**config.mk**
```make
export PLATFORM = sky130hd
export DESIGN_NAME = instFetch
export DESIGN_NICKNAME = d
export VERILOG_FILES = /design/src/logic/instFetch.sv
export VERILOG_INCLUDE_DIRS = /design/src /design/src/logic
export SDC_FILE = /design/constraint.sdc
export NUM_CORES = 1
export LEC_CHECK = 0
export BUFFER_PORTS_ARGS = -buffer_cell sky130_fd_sc_hd__buf_4
export CORE_ASPECT_RATIO = 0.5
export CORE_MARGIN = 2
export CORE_UTILIZATION = 35
export CTS_BUF_LIST = sky130_fd_sc_hd__clkbuf_4
export CTS_CLUSTER_SIZE = 12
export DETAILED_ROUTE_END_ITERATION = 10
export PLACE_DENSITY_LB_ADDON = 0.25
export SLEW_MARGIN = 20
export SYNTH_ARGS = -nofsm -noshare
export SYNTH_HDL_FRONTEND = slang
export SYNTH_SLANG_ARGS = --single-unit
```
**constraint.sdc**
```tcl
create_clock -name clk -period 1.7 [get_ports clk]
set_clock_uncertainty 0.2 [all_clocks]
set_input_delay 0.34 -clock clk [delete_from_list [all_inputs] [get_ports clk]]
set_output_delay 0.34 -clock clk [all_outputs]
set_load 0.03 [all_outputs]
```
**src/logic/core_macros.svh**
```systemverilog
`ifndef CORE_MACROS_SVH
`define CORE_MACROS_SVH

// data path width
`define XLEN 32

// first fetch address after reset
`define RESET_PC 32'h0000_0000

// on-chip data memory, in 32-bit words
`define DMEM_WORDS 256

// architectural integer registers
`define REG_COUNT 32

`endif

```
**src/logic/instFetch.sv**
```systemverilog
`timescale 1ns/1ps
`include "core_macros.svh"

module instFetch (
  input  logic             clk,
  input  logic             rstN,
  input  logic [`XLEN-1:0] nextPc,
  input  logic             ebreak,
  output logic [`XLEN-1:0] pc,
  output logic             halt
);

  // pc advances every cycle; the halt flag freezes it for good
  always_ff @(posedge clk or negedge rstN) begin
    if (!rstN) begin
      pc   <= `RESET_PC;
      halt <= 1'b0;
    end else if (!halt) begin
      pc   <= nextPc;
      halt <= ebreak;   // sticky until reset
    end
  end

endmodule

```
; ---- After elaboration in Yosys (flattened, before gate mapping)
; Index checks and enable logic that the tools add are counted.
[word_totals]
regBits = 33
in_bits = 35
out_inout_bits = 33
word_cells = 3
[op_classes]
muxes = 1
[op_table]
columns = op, count
row1 = $mux 1, 1

; ---- Longest topological paths before layout
[depth]
depth_word = 1
mapped_depth = 3
ltp_nobuf = 1

; ---- Least setup slack after synthesis
; OpenSTA, ideal clock, no wires.
[synth_path]
kind = flip-flop to flip-flop
startpoint = reg halt
endpoint = reg pc[0]
setup_ns = 0.125
arrival_ns = 1.123
t_required_ns = 1.375
setup_slack_ns = 0.252
stages_incl_launch_ff = 4
n_path_buf = 2
period_less_slack_ns = 1.448
cell_sequence = dfrtp_1 -> buf_6 -> buf_12 -> mux2_4
[synth_rtl]
columns = item, line_no
row1 = from (decl), instFetch.sv:10  ; output logic halt
row2 = from (signal assigned), instFetch.sv:20  ; halt <= ebreak;
row3 = to (signal assigned), instFetch.sv:16  ; pc <= `RESET_PC;
row4 = to (signal assigned), instFetch.sv:19  ; pc <= nextPc;
row5 = to (decl), instFetch.sv:9  ; output logic [`XLEN-1:0] pc,
; No word-level cell between the ends.

; ---- Final worst setup path
[layout_path]
startpoint = reg halt
endpoint = out halt
; No word-level cell between the ends.

==> summary.txt <==
Status
  – Status: complete, no violations

Clocking
  – CTS root buffer: clkbuf_4
  – Clock tree sinks: 33
  – H-tree Lvls: 2
  – CTS tree: built
  – TritonCTS buffer count: 5
  – Clk_lat worst skew: ~0.32 ns
  – Post-CTS Resized: 0
  – Clock transition at the registers of the reported paths: 0.11 ns
  – Worst-case clock buffer depth: 2

Drt
  – Wire per inst: approximately 13 µm
  – Via/cell ratio: between 4 and 5
  – Final wirelength: roughly 2.5 mm
  – DR pass1 iterations: 4
  – Final ANT Viol Nets: 0
  – DR iter-0 viols: 17
  – Remaining DRCs: 0
  – Total number of vias: just over 800

Placement
  – DP Wirelength: between 1.5 and 2 mm
  – Final weighted congestion in routability-driven placement: between 0.6 and 0.7
  – IO buf count: 67

Setup path
  – Bufs and invs on worst path: 1
  – CP Max Fanout: 5
  – Worst reg2reg setup slack: between 0.3 and 0.4 ns
  – Worst setup endpoint: halt
  – CP max-delay cell: dfrtp_2
  – Data arrival, critical path: approximately 0.97 ns
  – Reg-to-Reg End: pc[4]$_DFFE_PN0N_
  – Worst path required time: around 1.2 ns
  – Cell Chain, Critical Path: buf_4
  – Worst r2r path cells: 3
  – Worst Path Class, Setup: register to output port
  – Critical Path Sink Type: output port
  – Crit path max-delay family: flip-flops
  – Stages on the worst setup path: 1
  – Worst R2R Start: halt$_DFF_PN0_
  – Crit path from: halt$_DFF_PN0_
  – Max stage delay on crit path: approximately 0.46 ns
  – Worst Setup Start Kind: register

Yosys
  – Synthesis Warnings: 0
  – Synthesized area per cell: roughly 20 µm²
  – Seq/Total Area, Yosys: around 60%
  – Synth cell types: 6
  – Mapped cell area: 1373 µm²
  – Flop and latch count out of synthesis: 33
  – Syn_nets: roughly 110
  – Cell count after synthesis: 70

Timing
  – Fin crit period: between 1.5 and 2 ns
  – Endpoints failing hold: 0
  – Fin crit share: between 80 and 90%
  – Worst hold margin: a little over 0.04 ns
  – Relative slew slack: 72.66%
  – Slew @ Worst Pin: between 0.4 and 0.5 ns
  – Final setup fails: 0
  – Fmax: roughly 660 MHz
  – Setup repair after global routing missed its margin: no
  – Setup TNS: 0 ns
  – Final Max Slew Viols: 0

Cells and area
  – Synth-to-layout area growth: 49.95%
  – Commonest non-fill, non-tap cell in the layout: buf_4
  – Final #Nets: approximately 180
  – Share of layout cells above drive strength 1: about three quarters
  – Fill cells: roughly 330
  – Highest-count cells in the layout ignoring fill and taps: 70 x buf_4, 32 x dfrtp_1, 29 x mux2_4
  – Ant. Diodes: 0

Power and ir drop
  – Max VDD drop: around 370 µV
  – P_int: approximately 1.6 mW
  – Flop pwr share: about two fifths
  – Gate power share: between 20% and 30%
  – Clk pwr share: about a third
  – NetSw: 0.6155 mW
  – Sw frac: between 20% and 30%
  – PD cells: between 1000 and 1500 nW/µm²
  – Lkg Pwr: between 1 and 1.5 nW

GRT
  – Overflow after GRT: 0
  – Initial antenna violation count: 0
  – First-pass GRT wire length: approximately 3.7 mm
  – Vias in the first global route: approximately 790
  – Pin count of the biggest net entering global routing: 34
  – Gr usage total: 11.60%

Floorplan
  – DIE HEIGHT: around 48 µm
  – Die area: ~4500 µm²
  – Core area: between 3000 and 4000 µm²
  – Num rows: 16
  – Die Wd: 92.56 µm
  – Starting Density: between 30 and 40%
  – I/O pin count: roughly 70

Flow run
  – Max-cap viol count: 0

Worst hold path
  – Hold Path Class: input port to register
  – WHS Path Cells: 2
## registers in the layout, summed over array words and instances (netlist names)
signal / count
pc: 32
halt: 1
## routing by layer
layer	routed length, µm	track usage (%)	up-vias
met1	1107	13.79	408
met4	0	5.373	0
met3	127	4.328	0
met2	1303	19.85	23
li1	-	-	397
met5	0	0	-
## cells in the mapped netlist
| library cell | instances | area, µm² |
|---|---|---|
| dfrtp_1 | 33 | 825.8 |
| mux2_4 | 29 | 435.4 |
| buf_12 | 3 | 60.06 |
| mux2_2 | 3 | 33.78 |
| buf_6 | 1 | 11.26 |
| or2_1 | 1 | 6.260 |
## logic make-up (layout without fill, tap and decap cells)
kind of cell | Yosys count | after routing | synth area share [%]
flip-flops | 33 | 33 | 60.16
multiplexers | 32 | 32 | 34.18
buffers and inverters | 4 | 82 | 5.196
AND/OR/NAND/NOR | 1 | 1 | 0.4561
## repair_timing
action / CTS / global route
buffers inserted: 0 / 3
hold buffers: 2 / 0
endpoints found under the setup margin: 0 / 1
hold endpoints to repair: 34 / 0
## power groups by stage
stage | combinational (mW) | clock, mW | sequential, mW
after global placement | 0.581 | 0 | 0.955
after global routing | 0.614 | 0.782 | 0.954
final | 0.584 | 0.723 | 0.941
after CTS | 0.591 | 0.739 | 0.942
after detailed placement | 0.587 | 0 | 0.956
after floorplan | 0.134 | 0 | 1.15
## per-stage QoR
step           total power, mW  utilization, %  area, µm²  setup slack (ns)  std cells
2_1_floorplan            1.283               -       1373            0.2519         70
3_3_place_gp             1.537           50.03       1913            0.3101        189
3_5_place_dp             1.542           50.03       1913            0.2847        189
4_1_cts                  2.272           53.24       2036           0.01675        199
5_1_grt                  2.350           53.83       2058            0.1467        202
6_report                 2.247           53.83       2058            0.1932        202
## layout make-up
| class | count | area [µm²] | area share, % |
|---|---|---|---|
| Sequential cell | 33 | 827.0 | 40.18 |
| Timing Repair Buffer | 74 | 585.6 | 28.45 |
| Tap cell | 54 | 67.56 | 3.283 |
| Multi-Input combinational cell | 33 | 475.5 | 23.10 |
| Clock inverter | 3 | 65.06 | 3.161 |
| Clock buffer | 5 | 37.54 | 1.824 |
## worst min path at each step
stage,from,endpoint,slack [ns]
3_5_place_dp,rstN,pc[24]$_DFFE_PN0N_,0.11
3_3_place_gp,rstN,pc[27]$_DFFE_PN0N_,0.11
5_1_grt,nextPc[19],pc[19]$_DFFE_PN0N_,0.008
2_1_floorplan,rstN,halt$_DFF_PN0_,-0.16
4_1_cts,nextPc[2],pc[2]$_DFFE_PN0N_,0.02
6_report,nextPc[2],pc[2]$_DFFE_PN0N_,0.04
(Power assumes the default switching activity.)
