--- config.mk ---
export PLATFORM = sky130hd
export DESIGN_NAME = regFile
export DESIGN_NICKNAME = d
export VERILOG_FILES = /design/src/logic/regFile.sv
export VERILOG_INCLUDE_DIRS = /design/src /design/src/logic
export SDC_FILE = /design/constraint.sdc
export NUM_CORES = 2
export LEC_CHECK = 0
export BUFFER_PORTS_ARGS = -buffer_cell sky130_fd_sc_hd__buf_2
export CORE_MARGIN = 4
export CORE_UTILIZATION = 55
export CTS_CLUSTER_SIZE = 28
export DETAILED_ROUTE_END_ITERATION = 6
export HOLD_SLACK_MARGIN = 0.03
export PLACE_DENSITY = 0.71
export SYNTH_ARGS = -nofsm -noshare
export SYNTH_HDL_FRONTEND = slang
export SYNTH_SLANG_ARGS = --single-unit
--- constraint.sdc ---
create_clock -name clk -period 1.3 [get_ports clk]
set_input_delay 0 -clock clk [delete_from_list [all_inputs] [get_ports clk]]
set_output_delay 0 -clock clk [all_outputs]
set_load 0.005 [all_outputs]
--- src/logic/core_macros.svh ---
`ifndef CORE_MACROS_SVH
`define CORE_MACROS_SVH

// data path width
`define XLEN 32

// first fetch address after reset
`define RESET_PC 32'h0000_0000

// on-chip data memory, in 32-bit words
`define DMEM_WORDS 256

// architectural integer registers
`define REG_COUNT 32

`endif

--- src/logic/regFile.sv ---
`timescale 1ns/1ps
`include "core_macros.svh"

module regFile (
  input  logic             clk,
  input  logic             rstN,
  input  logic [4:0]       rs1,
  input  logic [4:0]       rs2,
  input  logic [4:0]       rd,
  input  logic             writeEn,
  input  logic [`XLEN-1:0] writeData,
  output logic [`XLEN-1:0] rs1Data,
  output logic [`XLEN-1:0] rs2Data
);

  logic [`XLEN-1:0] regs [`REG_COUNT];

  always_ff @(posedge clk or negedge rstN) begin
    if (!rstN) begin
      for (int i = 0; i < `REG_COUNT; i++) begin
        regs[i] <= '0;
      end
    end else if (writeEn && rd != 5'd0) begin  // x0 never written
      regs[rd] <= writeData;
    end
  end

  // reads see the old value during a same-cycle write
  assign rs1Data = regs[rs1];
  assign rs2Data = regs[rs2];

endmodule

### Word level (Yosys, flattened, before mapping)

Index checks and enable logic that the tools add are counted.

* order comparisons: 4
* multiplexer cells: 9
* bitwise logic cells: 3
* reduce and logical (&&, ||, !) cells: 3

Operators by type and width (count)
* bitwise mux 1024 bit: 1
* binary-select mux 32 bit (select 5 bit): 2
* demux 32 bit (select 5 bit): 1
* two-way mux 32 bit: 5
* >= comparator 6 bit (second input constant): 3
* NOT 5 -> 6 bit: 3
* less-than comparator 6 x 1 -> 1 bit (second input constant): 1
* nonzero test 5 bit: 1
* logical AND 1 bit: 2

* bits in registers: 1024
* input port bits: 50
* output and inout bits: 64
* logic and storage cells: 51

### Longest topological paths before layout

* depth in word-level cells: 6
* mapped depth: 8

### Least setup slack after synthesis

OpenSTA, ideal clock, no wires.

* path type: input port to flip-flop
* start point: input port rd[0]
* end point: register regs[613] in the netlist's numbering
* setup time: 0.125 ns
* arrival: 1.124 ns
* data required time: 1.175 ns
* path slack: 0.052 ns
* stages on the path: 4
* path through: or3b_4 -> nor2_4 -> buf_6 -> mux2_2

* word-level cells in the longest chain between the ends: 6
* elaborated cells between the ends (all ways): 9
* classes of those cells: 2 x order compare; 3 x mux; 1 x bitwise; 3 x reduce/logical

RTL lines
* from (decl): line regFile.sv:9 `input logic [4:0] rd,`
* NOT 5 -> 6 bit (implied by the code): line regFile.sv:24 `regs[rd] <= writeData;`
* >= comparator 6 bit (implied by the code) or less-than comparator 6 x 1 -> 1 bit (tied branches): line regFile.sv:24
* logical AND 1 bit (implied by the code): line regFile.sv:24
* two-way mux 32 bit (implied by the code): line regFile.sv:24
* demux 32 bit (select 5 bit): line regFile.sv:24
* bitwise mux 1024 bit: line regFile.sv:24
* to (signal, indexed assignment): line regFile.sv:24
* to (decl): line regFile.sv:16 `` logic [`XLEN-1:0] regs [`REG_COUNT]; ``

Several ways; a longest one is shown, not always the timed one.
A chain may end at the register's enable or synchronous reset.

### Final worst setup path

* start point: register regs[1018] in the netlist's numbering
* end point: output port rs1Data[26]

* word-level cells in the longest chain between the ends: 3

RTL lines
* binary-select mux 32 bit (select 5 bit): line regFile.sv:29 `assign rs1Data = regs[rs1];`
* two-way mux 32 bit (implied by the code) (2 in a row): line regFile.sv:29
* to (decl): line regFile.sv:12 `` output logic [`XLEN-1:0] rs1Data, ``

No other way between the ends. The select of a mux whose other input is x is not followed.

==> flow_metrics.tcl <==
set metrics [dict create \
    reg_top3 "regs (1024)" \
    core_sq_mm 0.101 \
    violations "negative setup slack" \
    cell_chain_of_the_critical_path "mux2i_1, a22o_1, nor3_1, a31oi_1, nand3_1, buf_2" \
    synth_area_per_cell_sq_um 12.2 \
    insertion_delay_ps 680 \
    run_status "complete, but fails checks" \
    critPathMaxStageDelay_ps 370 \
    num_io_pins 114 \
    area.growth.synth_to_final_pct 20.4 \
    clkPwrFrac_pct 33.8 \
    grt_start_max_net_pins 72 \
    nNetsFinal 4978 \
    worst_ep_arrival_time_ps 2190 \
    worst-path-buf-inv 1 \
    netlist-cell-type-count 28 \
    postLayoutCellArea_sq_mm 0.0673 \
    power.sequential.fraction_pct 44.8 \
    register_bank_with_the_most_flops "regs" \
    switching_share_pct 28.7 \
    worst_pin_slew_ps 892 \
    power.share.combinational_pct 21.4 \
    startpoint_class "register" \
    max_freq_mhz 457 \
    report.final.slew_viol_count 0 \
    multiInputGateArea_sq_mm 0.0289 \
    grt.overflow.total 0 \
    fillers 7300 \
    drt_via_density 6.45 \
    timing.critical_path.to_type "output pin" \
    port_buffers 113 \
    cp.required_ps 1300 \
    first_global_vias 42400 \
    rr_startpoint "regs[901]" \
    register_area_sq_mm 0.0256 \
    setup_ws_ps -888 \
    finClkSkew_ps 0 \
    rows 116 \
    fin_crit_sh_pct 168 \
    start_util_pct 55.6 \
    globalplace.congestion 0.874 \
    drive_above_1_share_pct 39.0 \
    fin_util_pct 66.9 \
    die_w_um 327 \
    synth.yosys.warnings 0 \
    grt_first_pass_wirelength_um 269000 \
    root_buffer "sky130_fd_sc_hd__clkbuf_16" \
    power.ir.vdd_worst_mv 1.26 \
    fp.dieArea_sq_mm 0.107 \
    crit_type "register to output pin" \
    internal_power_mw 68.1 \
    hold_crit_path_type "input port to register" \
    timing.hold.ws_ps 142 \
    pwr_density_cell_mw_per_mm2 1420 \
    ctsHtreeMaxLevel 3 \
    period_minus_slack_ps 2190 \
    fin_tns_setup_ps -48110 \
    remaining_drc_errors 0 \
    crit_path_start "regs[1018]" \
    tritoncts.num_buffers 108 \
    path_clk_slew_ps 60 \
    total_power_mw 95.6 \
    endpoints_failing_hold 0 \
    antenna_found_initial 7 \
    per_cell_routed_wire_length_um 28.2 \
    syn_nets 4651 \
    worst_hold_startpoint "rd[0]" \
    die_y_um 327 \
    net-switching-power_mw 27.4 \
    numClockSinks 1024 \
    cap_viol_max_count 0 \
    post_synth_inst_count 4601 \
    detail_route.first_pass.iterations 6 \
    dpl-instance-area_sq_mm 0.0621 \
    detailedRoute.firstIterationViolations 4011 \
    vias 41100 \
    cp_max_fo 3 \
    timing.critical_path.slowest_stage_cell "sky130_fd_sc_hd__dfrtp_1" \
    synth.ff_latch_count 1024 \
    synth_seq_area_share_pct 45.8 \
    clock_tree.buffer_depth 3 \
    report.final.setup_viol 64 \
    setup_repair_after_global_routing_missed_its_margin "yes" \
    cts_tree "done" \
    r2r_setup_slack_ps 250 \
    worst_path_dominant_cell_family "simple AND/OR/NAND/NOR gates" \
    final_antenna_net_count 0 \
    place_hpwl_um 118000 \
    largest_register_ffs 1024 \
    worst_slew_margin_rel_pct 40.5 \
    grt.total_usage_pct 33.0 \
    wl_um 180000 \
    leakage_power_figure_nw 32.1 \
    syn_area_sq_mm 0.0559 \
]
[cell families (layout without fill, tap and decap cells)]
group / Yosys count / count (layout) / share of synthesized area, %
mux: 2016 / 2016 / 38.3
simple gates: 512 / 512 / 4.39
flops: 1024 / 1024 / 45.8
buf+inv: 473 / 886 / 4.50
compound gates: 576 / 576 / 7.01
other cells: 0 / 2 / 0
[layout by cell type, fill, tap and decap left out, types with 18 or more instances in the layout]
cell | Yosys | final
sky130_fd_sc_hd__nand3_2 | 0 | 28
sky130_fd_sc_hd__nor2_4 | 16 | 18
sky130_fd_sc_hd__buf_2 | 111 | 81
sky130_fd_sc_hd__nand3_4 | 0 | 19
sky130_fd_sc_hd__buf_6 | 48 | 41
sky130_fd_sc_hd__clkbuf_8 | 0 | 33
sky130_fd_sc_hd__a22oi_1 | 192 | 192
sky130_fd_sc_hd__a31oi_1 | 64 | 38
sky130_fd_sc_hd__clkinv_2 | 0 | 21
sky130_fd_sc_hd__dfrtp_1 | 1024 | 1024
sky130_fd_sc_hd__dlygate4sd3_1 | 0 | 35
sky130_fd_sc_hd__nand2_1 | 210 | 193
sky130_fd_sc_hd__nor3_2 | 0 | 32
sky130_fd_sc_hd__clkbuf_1 | 224 | 18
sky130_fd_sc_hd__nor3_1 | 65 | 23
sky130_fd_sc_hd__mux2_2 | 953 | 953
sky130_fd_sc_hd__a21oi_1 | 192 | 192
sky130_fd_sc_hd__nand3_1 | 194 | 147
sky130_fd_sc_hd__buf_4 | 64 | 354
sky130_fd_sc_hd__a22o_1 | 128 | 128
sky130_fd_sc_hd__mux2i_1 | 1024 | 1017
sky130_fd_sc_hd__buf_12 | 0 | 173
sky130_fd_sc_hd__mux2_1 | 39 | 39
sky130_fd_sc_hd__clkbuf_16 | 0 | 111
[area by class of cell]
| type | instances | area share (%) |
|---|---|---|
| Antenna cell | 2 | 0.00743 |
| Sequential cell | 1024 | 38.1 |
| Clock buffer | 162 | 4.90 |
| Tap cell | 1357 | 2.52 |
| Timing Repair Buffer | 690 | 11.0 |
| Multi-Input combinational cell | 3104 | 42.9 |
| Clock inverter | 34 | 0.608 |
[Yosys cell counts]
library cell	count	area, sq um
sky130_fd_sc_hd__mux2_1	39	439
sky130_fd_sc_hd__or2_2	3	18.8
sky130_fd_sc_hd__nor2_1	3	11.3
sky130_fd_sc_hd__a22o_1	128	1120
sky130_fd_sc_hd__mux2_2	953	10700
sky130_fd_sc_hd__nor2b_1	4	25.0
sky130_fd_sc_hd__dfrtp_1	1024	25600
sky130_fd_sc_hd__buf_2	111	556
sky130_fd_sc_hd__buf_4	64	480
sky130_fd_sc_hd__nand2_1	210	788
sky130_fd_sc_hd__nor3b_2	3	37.5
sky130_fd_sc_hd__nor3b_1	1	7.51
sky130_fd_sc_hd__buf_1	26	97.6
sky130_fd_sc_hd__and3b_1	1	8.76
sky130_fd_sc_hd__and3_1	1	6.26
sky130_fd_sc_hd__buf_6	48	541
sky130_fd_sc_hd__nor3_1	65	325
sky130_fd_sc_hd__or3b_4	1	11.3
sky130_fd_sc_hd__nor2_4	16	180
sky130_fd_sc_hd__nand2b_1	4	25.0
sky130_fd_sc_hd__nand3_1	194	971
sky130_fd_sc_hd__a21oi_1	192	961
sky130_fd_sc_hd__a22oi_1	192	1440
sky130_fd_sc_hd__and2_1	2	12.5
sky130_fd_sc_hd__clkbuf_1	224	841
sky130_fd_sc_hd__nand3b_1	4	30.0
sky130_fd_sc_hd__mux2i_1	1024	10200
sky130_fd_sc_hd__a31oi_1	64	400
[worst paths after layout]
| kind | end | cells after the start |
|---|---|---|
| worst max-delay path | rs1Data[26] | 6 |
| worst min-delay path | regs[517] | 6 |
| worst max register to register | regs[901] | 3 |
| worst min register to register | regs[1012] | 0 |
| max in group asynchronous | regs[214] | 4 |
| min in group asynchronous | regs[533] | 4 |
[routing by layer]
layer  track usage [%]  wire length, um  vias to the layer above
li1                  -                -                    17600
met1              42.9            73200                    21200
met2              53.4            84000                     1762
met3              6.67            12900                      534
met4              15.1             9730                        2
met5                 0               13                        -
[timing repair]
action                                  CTS  global route
endpoints found under the hold margin  2010             0
resized for setup                       171            45
cloned                                    0             0
setup endpoints to repair                64           634
hold buffers                             38             0
pin swaps                                82            89
setup buffers                             5             4
[power by group through the flow]
stage | sequential [mW] | clock [mW] | combinational (mW)
4_1_cts | 42.5 | 32.7 | 20.1
2_1_floorplan | 41.6 | 0 | 13.3
3_3_place_gp | 42.6 | 0 | 18.8
6_report | 42.8 | 32.3 | 20.4
3_5_place_dp | 43.0 | 0 | 19.3
5_1_grt | 43.5 | 33.9 | 22.1
[tightest hold or removal path: cells and delay by family]
family / cells / cell delay (ps)
buffers and inverters: 3 / 470
multiplexers: 1 / 210
AND/OR/NAND/NOR: 2 / 130
[per-stage QoR]
| stage | std cells | setup WS (ps) |
|---|---|---|
| CTS | 6372 | -898 |
| detailed placement | 6148 | -586 |
| global route | 6373 | -937 |
| global placement | 6148 | -599 |
| finish | 6373 | -888 |
| floorplan | 4601 | 51.5 |
No activity file was read; power rests on OpenSTA's default activity.
