[config.mk]
export PLATFORM = sky130hd
export DESIGN_NAME = instDecode
export DESIGN_NICKNAME = d
export VERILOG_FILES = /design/src/logic/corePkg.sv /design/src/logic/instDecode.sv
export VERILOG_INCLUDE_DIRS = /design/src /design/src/logic
export SDC_FILE = /design/constraint.sdc
export NUM_CORES = 1
export LEC_CHECK = 0
export BUFFER_PORTS_ARGS = -buffer_cell sky130_fd_sc_hd__buf_2
export CELL_PAD_IN_SITES_DETAIL_PLACEMENT = 0
export CELL_PAD_IN_SITES_GLOBAL_PLACEMENT = 1
export CORE_UTILIZATION = 23
export DETAILED_ROUTE_END_ITERATION = 6
export PLACE_DENSITY_LB_ADDON = 0.1
export SYNTH_ARGS = -nofsm -noshare
export SYNTH_HDL_FRONTEND = slang
export SYNTH_SLANG_ARGS = --single-unit
[constraint.sdc]
create_clock -name vclk -period 1.7
set_clock_uncertainty 0.1 [all_clocks]
set_input_delay 0.255 -clock vclk [all_inputs]
set_output_delay 0.255 -clock vclk [all_outputs]
set_load 0.02 [all_outputs]
[src/logic/core_macros.svh]
`ifndef CORE_MACROS_SVH
`define CORE_MACROS_SVH

// data path width
`define XLEN 32

// first fetch address after reset
`define RESET_PC 32'h0000_0000

// on-chip data memory, in 32-bit words
`define DMEM_WORDS 256

// architectural integer registers
`define REG_COUNT 32

`endif

[src/logic/corePkg.sv]
`include "core_macros.svh"

package corePkg;

  // one instruction word, six ways of slicing it
  typedef struct packed {
    logic [6:0] funct7;
    logic [4:0] rs2;
    logic [4:0] rs1;
    logic [2:0] funct3;
    logic [4:0] rd;
    logic [6:0] opcode;
  } rFormatS;

  typedef struct packed {
    logic [11:0] imm11_0;
    logic [4:0]  rs1;
    logic [2:0]  funct3;
    logic [4:0]  rd;
    logic [6:0]  opcode;
  } iFormatS;

  typedef struct packed {
    logic [6:0] imm11_5;
    logic [4:0] rs2;
    logic [4:0] rs1;
    logic [2:0] funct3;
    logic [4:0] imm4_0;
    logic [6:0] opcode;
  } sFormatS;

  typedef struct packed {
    logic       imm12;
    logic [5:0] imm10_5;
    logic [4:0] rs2;
    logic [4:0] rs1;
    logic [2:0] funct3;
    logic [3:0] imm4_1;
    logic       imm11;
    logic [6:0] opcode;
  } bFormatS;

  typedef struct packed {
    logic [19:0] imm31_12;
    logic [4:0]  rd;
    logic [6:0]  opcode;
  } uFormatS;

  typedef struct packed {
    logic       imm20;
    logic [9:0] imm10_1;
    logic       imm11;
    logic [7:0] imm19_12;
    logic [4:0] rd;
    logic [6:0] opcode;
  } jFormatS;

  typedef union packed {
    rFormatS rFormat;
    iFormatS iFormat;
    sFormatS sFormat;
    bFormatS bFormat;
    uFormatS uFormat;
    jFormatS jFormat;
  } instrWord;

  typedef enum logic [3:0] {
    aluAdd, aluSub, aluAnd, aluOr, aluXor,
    aluSll, aluSrl, aluSra,
    aluSlt, aluSltu, aluEq, aluNe, aluGe, aluGeu,
    aluPassB
  } aluOpE;

  typedef enum logic [1:0] {aSrcRs1, aSrcPc, aSrcZero} aSrcE;
  typedef enum logic [1:0] {bSrcRs2, bSrcImm, bSrcFour} bSrcE;

  // encoded as the load/store funct3
  typedef enum logic [2:0] {
    memByte  = 3'b000,
    memHalf  = 3'b001,
    memWord  = 3'b010,
    memByteU = 3'b100,
    memHalfU = 3'b101
  } memOpE;

  typedef struct packed {
    aSrcE  aSrc;
    bSrcE  bSrc;
    aluOpE aluOp;
    logic  memRead;
    logic  memWrite;
    memOpE memOp;
    logic  pcASrc;    // 0 pc, 1 rs1
    logic  pcBSrc;    // 0 four, 1 imm
    logic  branch;
    logic  regWrite;
    logic  wbFromMem;
    logic  ebreak;
  } ctrlSig;

  typedef struct packed {
    logic              valid;
    logic [4:0]        rd;
    logic [`XLEN-1:0]  wbData;
    logic [`XLEN-1:0]  nextPc;
    logic              regWrite;
  } retireInfo;

endpackage

[src/logic/instDecode.sv]
`timescale 1ns/1ps
`include "core_macros.svh"

module instDecode import corePkg::*; (
  input  instrWord         instr,
  output ctrlSig           ctrl,
  output logic [`XLEN-1:0] imm,
  output logic [4:0]       rs1,
  output logic [4:0]       rs2,
  output logic [4:0]       rd
);

  logic [6:0] opcode;
  logic [2:0] funct3;
  logic       funct7b5;

  assign opcode   = instr.rFormat.opcode;
  assign funct3   = instr.rFormat.funct3;
  assign funct7b5 = instr.rFormat.funct7[5];

  assign rs1 = instr.rFormat.rs1;
  assign rs2 = instr.rFormat.rs2;
  assign rd  = instr.rFormat.rd;

  // shared by OP and OP-IMM, alt picks sub/sra
  function automatic aluOpE opFromFunct3(input logic [2:0] f3, input logic alt);
    case (f3)
      3'b000:  opFromFunct3 = alt ? aluSub : aluAdd;
      3'b001:  opFromFunct3 = aluSll;
      3'b010:  opFromFunct3 = aluSlt;
      3'b011:  opFromFunct3 = aluSltu;
      3'b100:  opFromFunct3 = aluXor;
      3'b101:  opFromFunct3 = alt ? aluSra : aluSrl;
      3'b110:  opFromFunct3 = aluOr;
      default: opFromFunct3 = aluAnd;
    endcase
  endfunction

  always_comb begin
    ctrl       = '0;       // unknown opcodes fall through as a no-op
    ctrl.aSrc  = aSrcZero;
    ctrl.bSrc  = bSrcImm;
    ctrl.aluOp = aluAdd;
    ctrl.memOp = memWord;
    imm        = '0;
    case (opcode)
      7'b0110011: begin  // OP
        ctrl.aSrc     = aSrcRs1;
        ctrl.bSrc     = bSrcRs2;
        ctrl.aluOp    = opFromFunct3(funct3, funct7b5);
        ctrl.regWrite = 1'b1;
      end
      7'b0010011: begin  // OP-IMM, only the shifts look at funct7
        ctrl.aSrc     = aSrcRs1;
        ctrl.aluOp    = opFromFunct3(funct3, funct7b5 && funct3 == 3'b101);
        ctrl.regWrite = 1'b1;
        imm = {{20{instr.iFormat.imm11_0[11]}}, instr.iFormat.imm11_0};
      end
      7'b0000011: begin  // loads
        ctrl.aSrc      = aSrcRs1;
        ctrl.memRead   = 1'b1;
        ctrl.memOp     = memOpE'(funct3);
        ctrl.regWrite  = 1'b1;
        ctrl.wbFromMem = 1'b1;
        imm = {{20{instr.iFormat.imm11_0[11]}}, instr.iFormat.imm11_0};
      end
      7'b0100011: begin  // stores
        ctrl.aSrc     = aSrcRs1;
        ctrl.memWrite = 1'b1;
        ctrl.memOp    = memOpE'(funct3);
        imm = {{20{instr.sFormat.imm11_5[6]}}, instr.sFormat.imm11_5,
               instr.sFormat.imm4_0};
      end
      7'b1100011: begin  // branches compare rs1 against rs2
        ctrl.aSrc   = aSrcRs1;
        ctrl.bSrc   = bSrcRs2;
        ctrl.branch = 1'b1;
        case (funct3)
          3'b000:  ctrl.aluOp = aluEq;
          3'b001:  ctrl.aluOp = aluNe;
          3'b100:  ctrl.aluOp = aluSlt;
          3'b101:  ctrl.aluOp = aluGe;
          3'b110:  ctrl.aluOp = aluSltu;
          default: ctrl.aluOp = aluGeu;
        endcase
        imm = {{19{instr.bFormat.imm12}}, instr.bFormat.imm12, instr.bFormat.imm11,
               instr.bFormat.imm10_5, instr.bFormat.imm4_1, 1'b0};
      end
      7'b0110111: begin  // lui
        ctrl.aluOp    = aluPassB;
        ctrl.regWrite = 1'b1;
        imm = {instr.uFormat.imm31_12, 12'b0};
      end
      7'b0010111: begin  // auipc
        ctrl.aSrc     = aSrcPc;
        ctrl.regWrite = 1'b1;
        imm = {instr.uFormat.imm31_12, 12'b0};
      end
      7'b1101111: begin  // jal, link value is pc + 4
        ctrl.aSrc     = aSrcPc;
        ctrl.bSrc     = bSrcFour;
        ctrl.pcBSrc   = 1'b1;
        ctrl.regWrite = 1'b1;
        imm = {{11{instr.jFormat.imm20}}, instr.jFormat.imm20, instr.jFormat.imm19_12,
               instr.jFormat.imm11, instr.jFormat.imm10_1, 1'b0};
      end
      7'b1100111: begin  // jalr
        ctrl.aSrc     = aSrcPc;
        ctrl.bSrc     = bSrcFour;
        ctrl.pcASrc   = 1'b1;
        ctrl.pcBSrc   = 1'b1;
        ctrl.regWrite = 1'b1;
        imm = {{20{instr.iFormat.imm11_0[11]}}, instr.iFormat.imm11_0};
      end
      7'b1110011: begin
        ctrl.ebreak = (instr.iFormat.imm11_0 == 12'd1) && (funct3 == 3'b000);
      end
      default: ;
    endcase
  end

endmodule

* Word level (Yosys, flattened, before mapping) *
Cells that the tools add are included.

cells by class
  add/subtract/negate cells = 0
  $mul = 0
  div/mod/pow operators = 0
  magnitude comparators = 0
  equality and inequality tests = 17
  shift-type cells = 0
  multiplexer cells = 19
  bitwise operators = 0
  reductions and logical operators = 11

operator list
  cell                 number
  $pmux 32 s5          1
  $pmux 4 s7           2
  $eq 7x7->1 const B   4
  $eq 7x6->1 const B   3
  $pmux 4 s4           1
  $pmux 3 s5           1
  $eq 7x5->1 const B   2
  $eq 12x1->1 const B  1
  $mux 1               11
  $eq 3x3->1 const B   3
  $pmux 2 s2           2
  $reduce_or 2->1      4
  $eq 7x2->1 const B   1
  $reduce_or 7->1      1
  $eq 3x2->1 const B   2
  $reduce_or 3->1      2
  $reduce_or 5->1      1
  $eq 3x1->1 const B   1
  $logic_not 3->1      1
  $mux 3               1
  $logic_and 1x1->1    2

storage, ports and cells
  flip-flop bits (word level) = 0
  bits in latches = 0
  RAM bits = 0
  ROM bits = 0
  input port bits = 32
  output and inout bits = 66
  logic and storage cells = 47
  memories = 0

* Longest topological paths before layout *
  depth in word-level cells = 5
  mapped depth = 6
  depth with buffers taken out = 5

* Least setup slack after synthesis *
Ideal clock, no wire load.

  path kind = input to output
  from = input instr[4] in the netlist's numbering
  to = output imm[0]
  data arrival time = 1.740 ns
  required time = 1.345 ns
  slack = -0.395 ns
  stages = 5
  buffers on the path = 1
  path through = nand2b_1 buf_4 nor4_1 o21bai_1 a32o_1

on the way
  longest elaborated chain between the ends = 3
  elaborated cells on any way between the ends = 11
  classes of those cells = 8 x eq/ne; 1 x mux; 2 x reduce/logical

ends and longest elaborated chain
  what                                                          line              RTL
  from (decl)                                                   instDecode.sv:5   input instrWord instr,
  $eq 7x7->1 (tied with other cells)                            instDecode.sv:46  case (opcode)
  $reduce_or 3->1 (no line) or $reduce_or 2->1 (tied branches)  n/a
  $pmux 32 s5 *                                                 instDecode.sv:46
  to (decl)                                                     instDecode.sv:7   output logic [`XLEN-1:0] imm,

Mark *: on every way between the ends. The rest lies on a longest branch, timed or not.

* Final worst setup path *
  from = input instr[3] in the netlist's numbering
  to = output imm[19]

Same word-level chain as after synthesis.

==> impl_metrics.xml <==
<?xml version="1.0" encoding="UTF-8"?>
<metrics>
  <group name="outcome">
    <metric name="outcome" unit="">complete, but fails checks</metric>
    <metric name="failed_checks" unit="">setup timing</metric>
  </group>
  <group name="synth">
    <metric name="synthDominantAreaCellType" unit="">sky130_fd_sc_hd__a21o_1</metric>
    <metric name="mean_instance_size_in_the_synthesized_netlist" unit="sq um">7.28</metric>
    <metric name="netlist-cell-type-count" unit="">43</metric>
    <metric name="cells_after_synthesis" unit="">124</metric>
    <metric name="synth_top_cells_by_area" unit="">sky130_fd_sc_hd__a21o_1 (17%), sky130_fd_sc_hd__buf_4 (16%), sky130_fd_sc_hd__and2_1 (4.2%)</metric>
    <metric name="synth.yosys.warnings" unit="">0</metric>
    <metric name="synth.cell_area" unit="sq um">902</metric>
    <metric name="synth_net_count" unit="">156</metric>
    <metric name="yosysTopAreaCellShare" unit="%">16.6</metric>
    <metric name="synth_seq_area_share" unit="%">0</metric>
  </group>
  <group name="finish">
    <metric name="n_fill_cell" unit="">399</metric>
    <metric name="layoutNonFillerInstCount" unit="">270</metric>
    <metric name="drive_gt1_share" unit="%">71.2</metric>
    <metric name="flow.area_growth_from_synthesis" unit="%">105</metric>
    <metric name="layout.core_utilization" unit="%">49.7</metric>
    <metric name="ff_latch_area" unit="sq um">0</metric>
    <metric name="antenna_cells" unit="">0</metric>
    <metric name="finalNetCount" unit="">256</metric>
    <metric name="n_clock_buffer" unit="">0</metric>
    <metric name="numSequentialCells" unit="">0</metric>
  </group>
  <group name="routing">
    <metric name="postRouteAntennaNets" unit="">0</metric>
    <metric name="route.detailed.wl_per_inst" unit="um">14.4</metric>
    <metric name="drc" unit="">0</metric>
    <metric name="detail_route.vias_per_cell" unit="">4.96</metric>
    <metric name="via_count" unit="">1340</metric>
    <metric name="initialDrtViolationCount" unit="">29</metric>
    <metric name="aggregate_routed_wire_length" unit="um">3890</metric>
    <metric name="first_pass_iteration_count_of_the_detailed_router" unit="">4</metric>
  </group>
  <group name="placement">
    <metric name="place.detailed.hpwl" unit="um">2980</metric>
    <metric name="routabilityCongestion" unit="">0.884</metric>
    <metric name="portBuffers" unit="">98</metric>
    <metric name="dpl.cell_count" unit="">268</metric>
  </group>
  <group name="floorplan">
    <metric name="die_x" unit="um">64.6</metric>
    <metric name="die_area" unit="sq mm">0.00418</metric>
    <metric name="chipHeight" unit="um">64.6</metric>
    <metric name="initial_core_util" unit="%">24.3</metric>
    <metric name="design.core.area" unit="sq mm">0.00372</metric>
    <metric name="io_pins" unit="">98</metric>
    <metric name="placement_rows" unit="">22</metric>
  </group>
  <group name="pwr">
    <metric name="power_per_cell_area" unit="mW/mm^2">171</metric>
    <metric name="total_power" unit="uW">316</metric>
    <metric name="vdd_ir_drop_max" unit="mV">0.0904</metric>
    <metric name="power.static_leakage" unit="nW">1.10</metric>
  </group>
  <group name="clock_tree">
    <metric name="cts.hold.buffers_added" unit="">0</metric>
  </group>
  <group name="grt">
    <metric name="track_usage" unit="%">17.3</metric>
    <metric name="grt_pass1_vias" unit="">1233</metric>
    <metric name="grt_start_max_net_pins" unit="">13</metric>
    <metric name="antenna_violations_before_repair" unit="">0</metric>
    <metric name="global_route_congestion_overflow_total" unit="">0</metric>
    <metric name="global_route_wire_length_before_repair" unit="um">5890</metric>
  </group>
  <group name="timing">
    <metric name="worst_pin_slew" unit="ns">0.308</metric>
    <metric name="fin_worst_hold_slack" unit="ns">0.641</metric>
    <metric name="fin_setup_tns" unit="ns">-0.134</metric>
    <metric name="grt_setup_unrepaired" unit="">yes</metric>
    <metric name="hold_viol_final" unit="">0</metric>
    <metric name="slew-limit-headroom" unit="%">79.3</metric>
    <metric name="minimum_setup_slack_in_the_final_design" unit="ns">-0.0267</metric>
    <metric name="maxClockFrequency" unit="GHz">0.579</metric>
    <metric name="final.period_utilization" unit="%">102</metric>
    <metric name="finalMaxSlewViolations" unit="">0</metric>
    <metric name="period_minus_slack" unit="ns">1.73</metric>
    <metric name="setup_violations" unit="">12</metric>
  </group>
  <group name="worst_setup_path">
    <metric name="path_max_fanout" unit="">8</metric>
    <metric name="worstPathArrival" unit="ns">1.37</metric>
    <metric name="cp-end-kind" unit="">output pin</metric>
    <metric name="cp.required" unit="ns">1.34</metric>
    <metric name="timing.critical_path.from_type" unit="">input pin</metric>
    <metric name="category_of_the_critical_setup_timing_path" unit="">in2out</metric>
  </group>
  <group name="job">
    <metric name="timing.max_cap.violations" unit="">0</metric>
  </group>
  <group name="worst_hold_path">
    <metric name="hold_path_class" unit="">in2out</metric>
  </group>
</metrics>
-- metrics by stage --
stage          setup slack (ns)  cell area [sq um]
2_1_floorplan           -0.0934                938
3_3_place_gp            -0.0997               1480
3_5_place_dp             -0.147               1480
4_1_cts                 -0.0260               1710
5_1_grt                 -0.0663               1850
6_report                -0.0267               1850
-- cell families (layout without fill, tap and decap cells) --
group | Yosys count | in the layout | synth area share, %
AO/OA/AOI/OAI | 43 | 43 | 39.2
AND/OR/NAND/NOR | 47 | 48 | 34.0
buffers and inverters | 32 | 129 | 24.0
multiplexers | 2 | 2 | 2.77
-- power by group --
| group | internal, mW | total (mW) | switching, mW |
|---|---|---|---|
| combinational | 0.144 | 0.316 | 0.172 |
| sequential | 0 | 0 | 0 |
| clock | 0 | 0 | 0 |
-- placed cells by master, fill, tap and decap left out, types with 3 or more instances in the layout --
| cell | Yosys | routed |
|---|---|---|
| sky130_fd_sc_hd__nand3_1 | 5 | 4 |
| sky130_fd_sc_hd__nand2_2 | 1 | 3 |
| sky130_fd_sc_hd__a21o_1 | 20 | 19 |
| sky130_fd_sc_hd__a22o_1 | 4 | 4 |
| sky130_fd_sc_hd__nor2_1 | 7 | 7 |
| sky130_fd_sc_hd__and2_4 | 1 | 7 |
| sky130_fd_sc_hd__nor4_2 | 0 | 3 |
| sky130_fd_sc_hd__inv_1 | 5 | 4 |
| sky130_fd_sc_hd__nand2_1 | 7 | 3 |
| sky130_fd_sc_hd__a21oi_1 | 4 | 3 |
| sky130_fd_sc_hd__buf_2 | 2 | 54 |
| sky130_fd_sc_hd__buf_4 | 19 | 28 |
| sky130_fd_sc_hd__buf_6 | 3 | 38 |
-- path summary, 6_finish.rpt --
path                  startpoint      end  slack [ns]  depth (start not counted)
worst min-delay path    instr[9]    rd[2]        0.64                          2
worst max-delay path    instr[3]  imm[19]       -0.03                          6
-- cells in the mapped netlist, types with 2 or more instances --
| library cell | number |
|---|---|
| sky130_fd_sc_hd__a21o_1 | 20 |
| sky130_fd_sc_hd__buf_4 | 19 |
| sky130_fd_sc_hd__nand2_1 | 7 |
| sky130_fd_sc_hd__nor2_1 | 7 |
| sky130_fd_sc_hd__and2_1 | 6 |
| sky130_fd_sc_hd__inv_1 | 5 |
| sky130_fd_sc_hd__nand3_1 | 5 |
| sky130_fd_sc_hd__a21oi_1 | 4 |
| sky130_fd_sc_hd__a22o_1 | 4 |
| sky130_fd_sc_hd__nor3_1 | 4 |
| sky130_fd_sc_hd__nor4_1 | 4 |
| sky130_fd_sc_hd__buf_6 | 3 |
| sky130_fd_sc_hd__and3_1 | 2 |
| sky130_fd_sc_hd__buf_2 | 2 |
| sky130_fd_sc_hd__clkbuf_1 | 2 |
| sky130_fd_sc_hd__o211ai_1 | 2 |
| sky130_fd_sc_hd__o21bai_1 | 2 |
-- per-layer routing --
metal  vias to the layer above  part of all wire [%]  global-route usage, %
met3                         0                   5.8                   1.23
li1                        648                     -                      -
met4                         0                     0                      0
met2                        61                    53                   33.7
met1                       631                    41                   21.5
met5                         -                     0                      0
-- cell type report --
type | count | area [sq um] | share of cell area, %
timing repair buffer | 123 | 958 | 51.9
multi-input combinational | 93 | 805 | 43.5
inverter | 6 | 25.0 | 1.35
tap | 48 | 60.1 | 3.25
-- repair_timing --
action / CTS / global route
resized for setup: 63 / 48
buffers inserted: 2 / 0
pin swaps: 14 / 10
gates cloned: 1 / 0
endpoints found under the setup margin: 41 / 43
-- critical path, cell delays in order --
cell                      delay [ns]
sky130_fd_sc_hd__buf_8          0.10
sky130_fd_sc_hd__and3b_4        0.31
sky130_fd_sc_hd__and4_4         0.28
sky130_fd_sc_hd__a21o_4         0.15
sky130_fd_sc_hd__a21o_1         0.15
sky130_fd_sc_hd__buf_6          0.12
(Power assumes the default switching activity.)
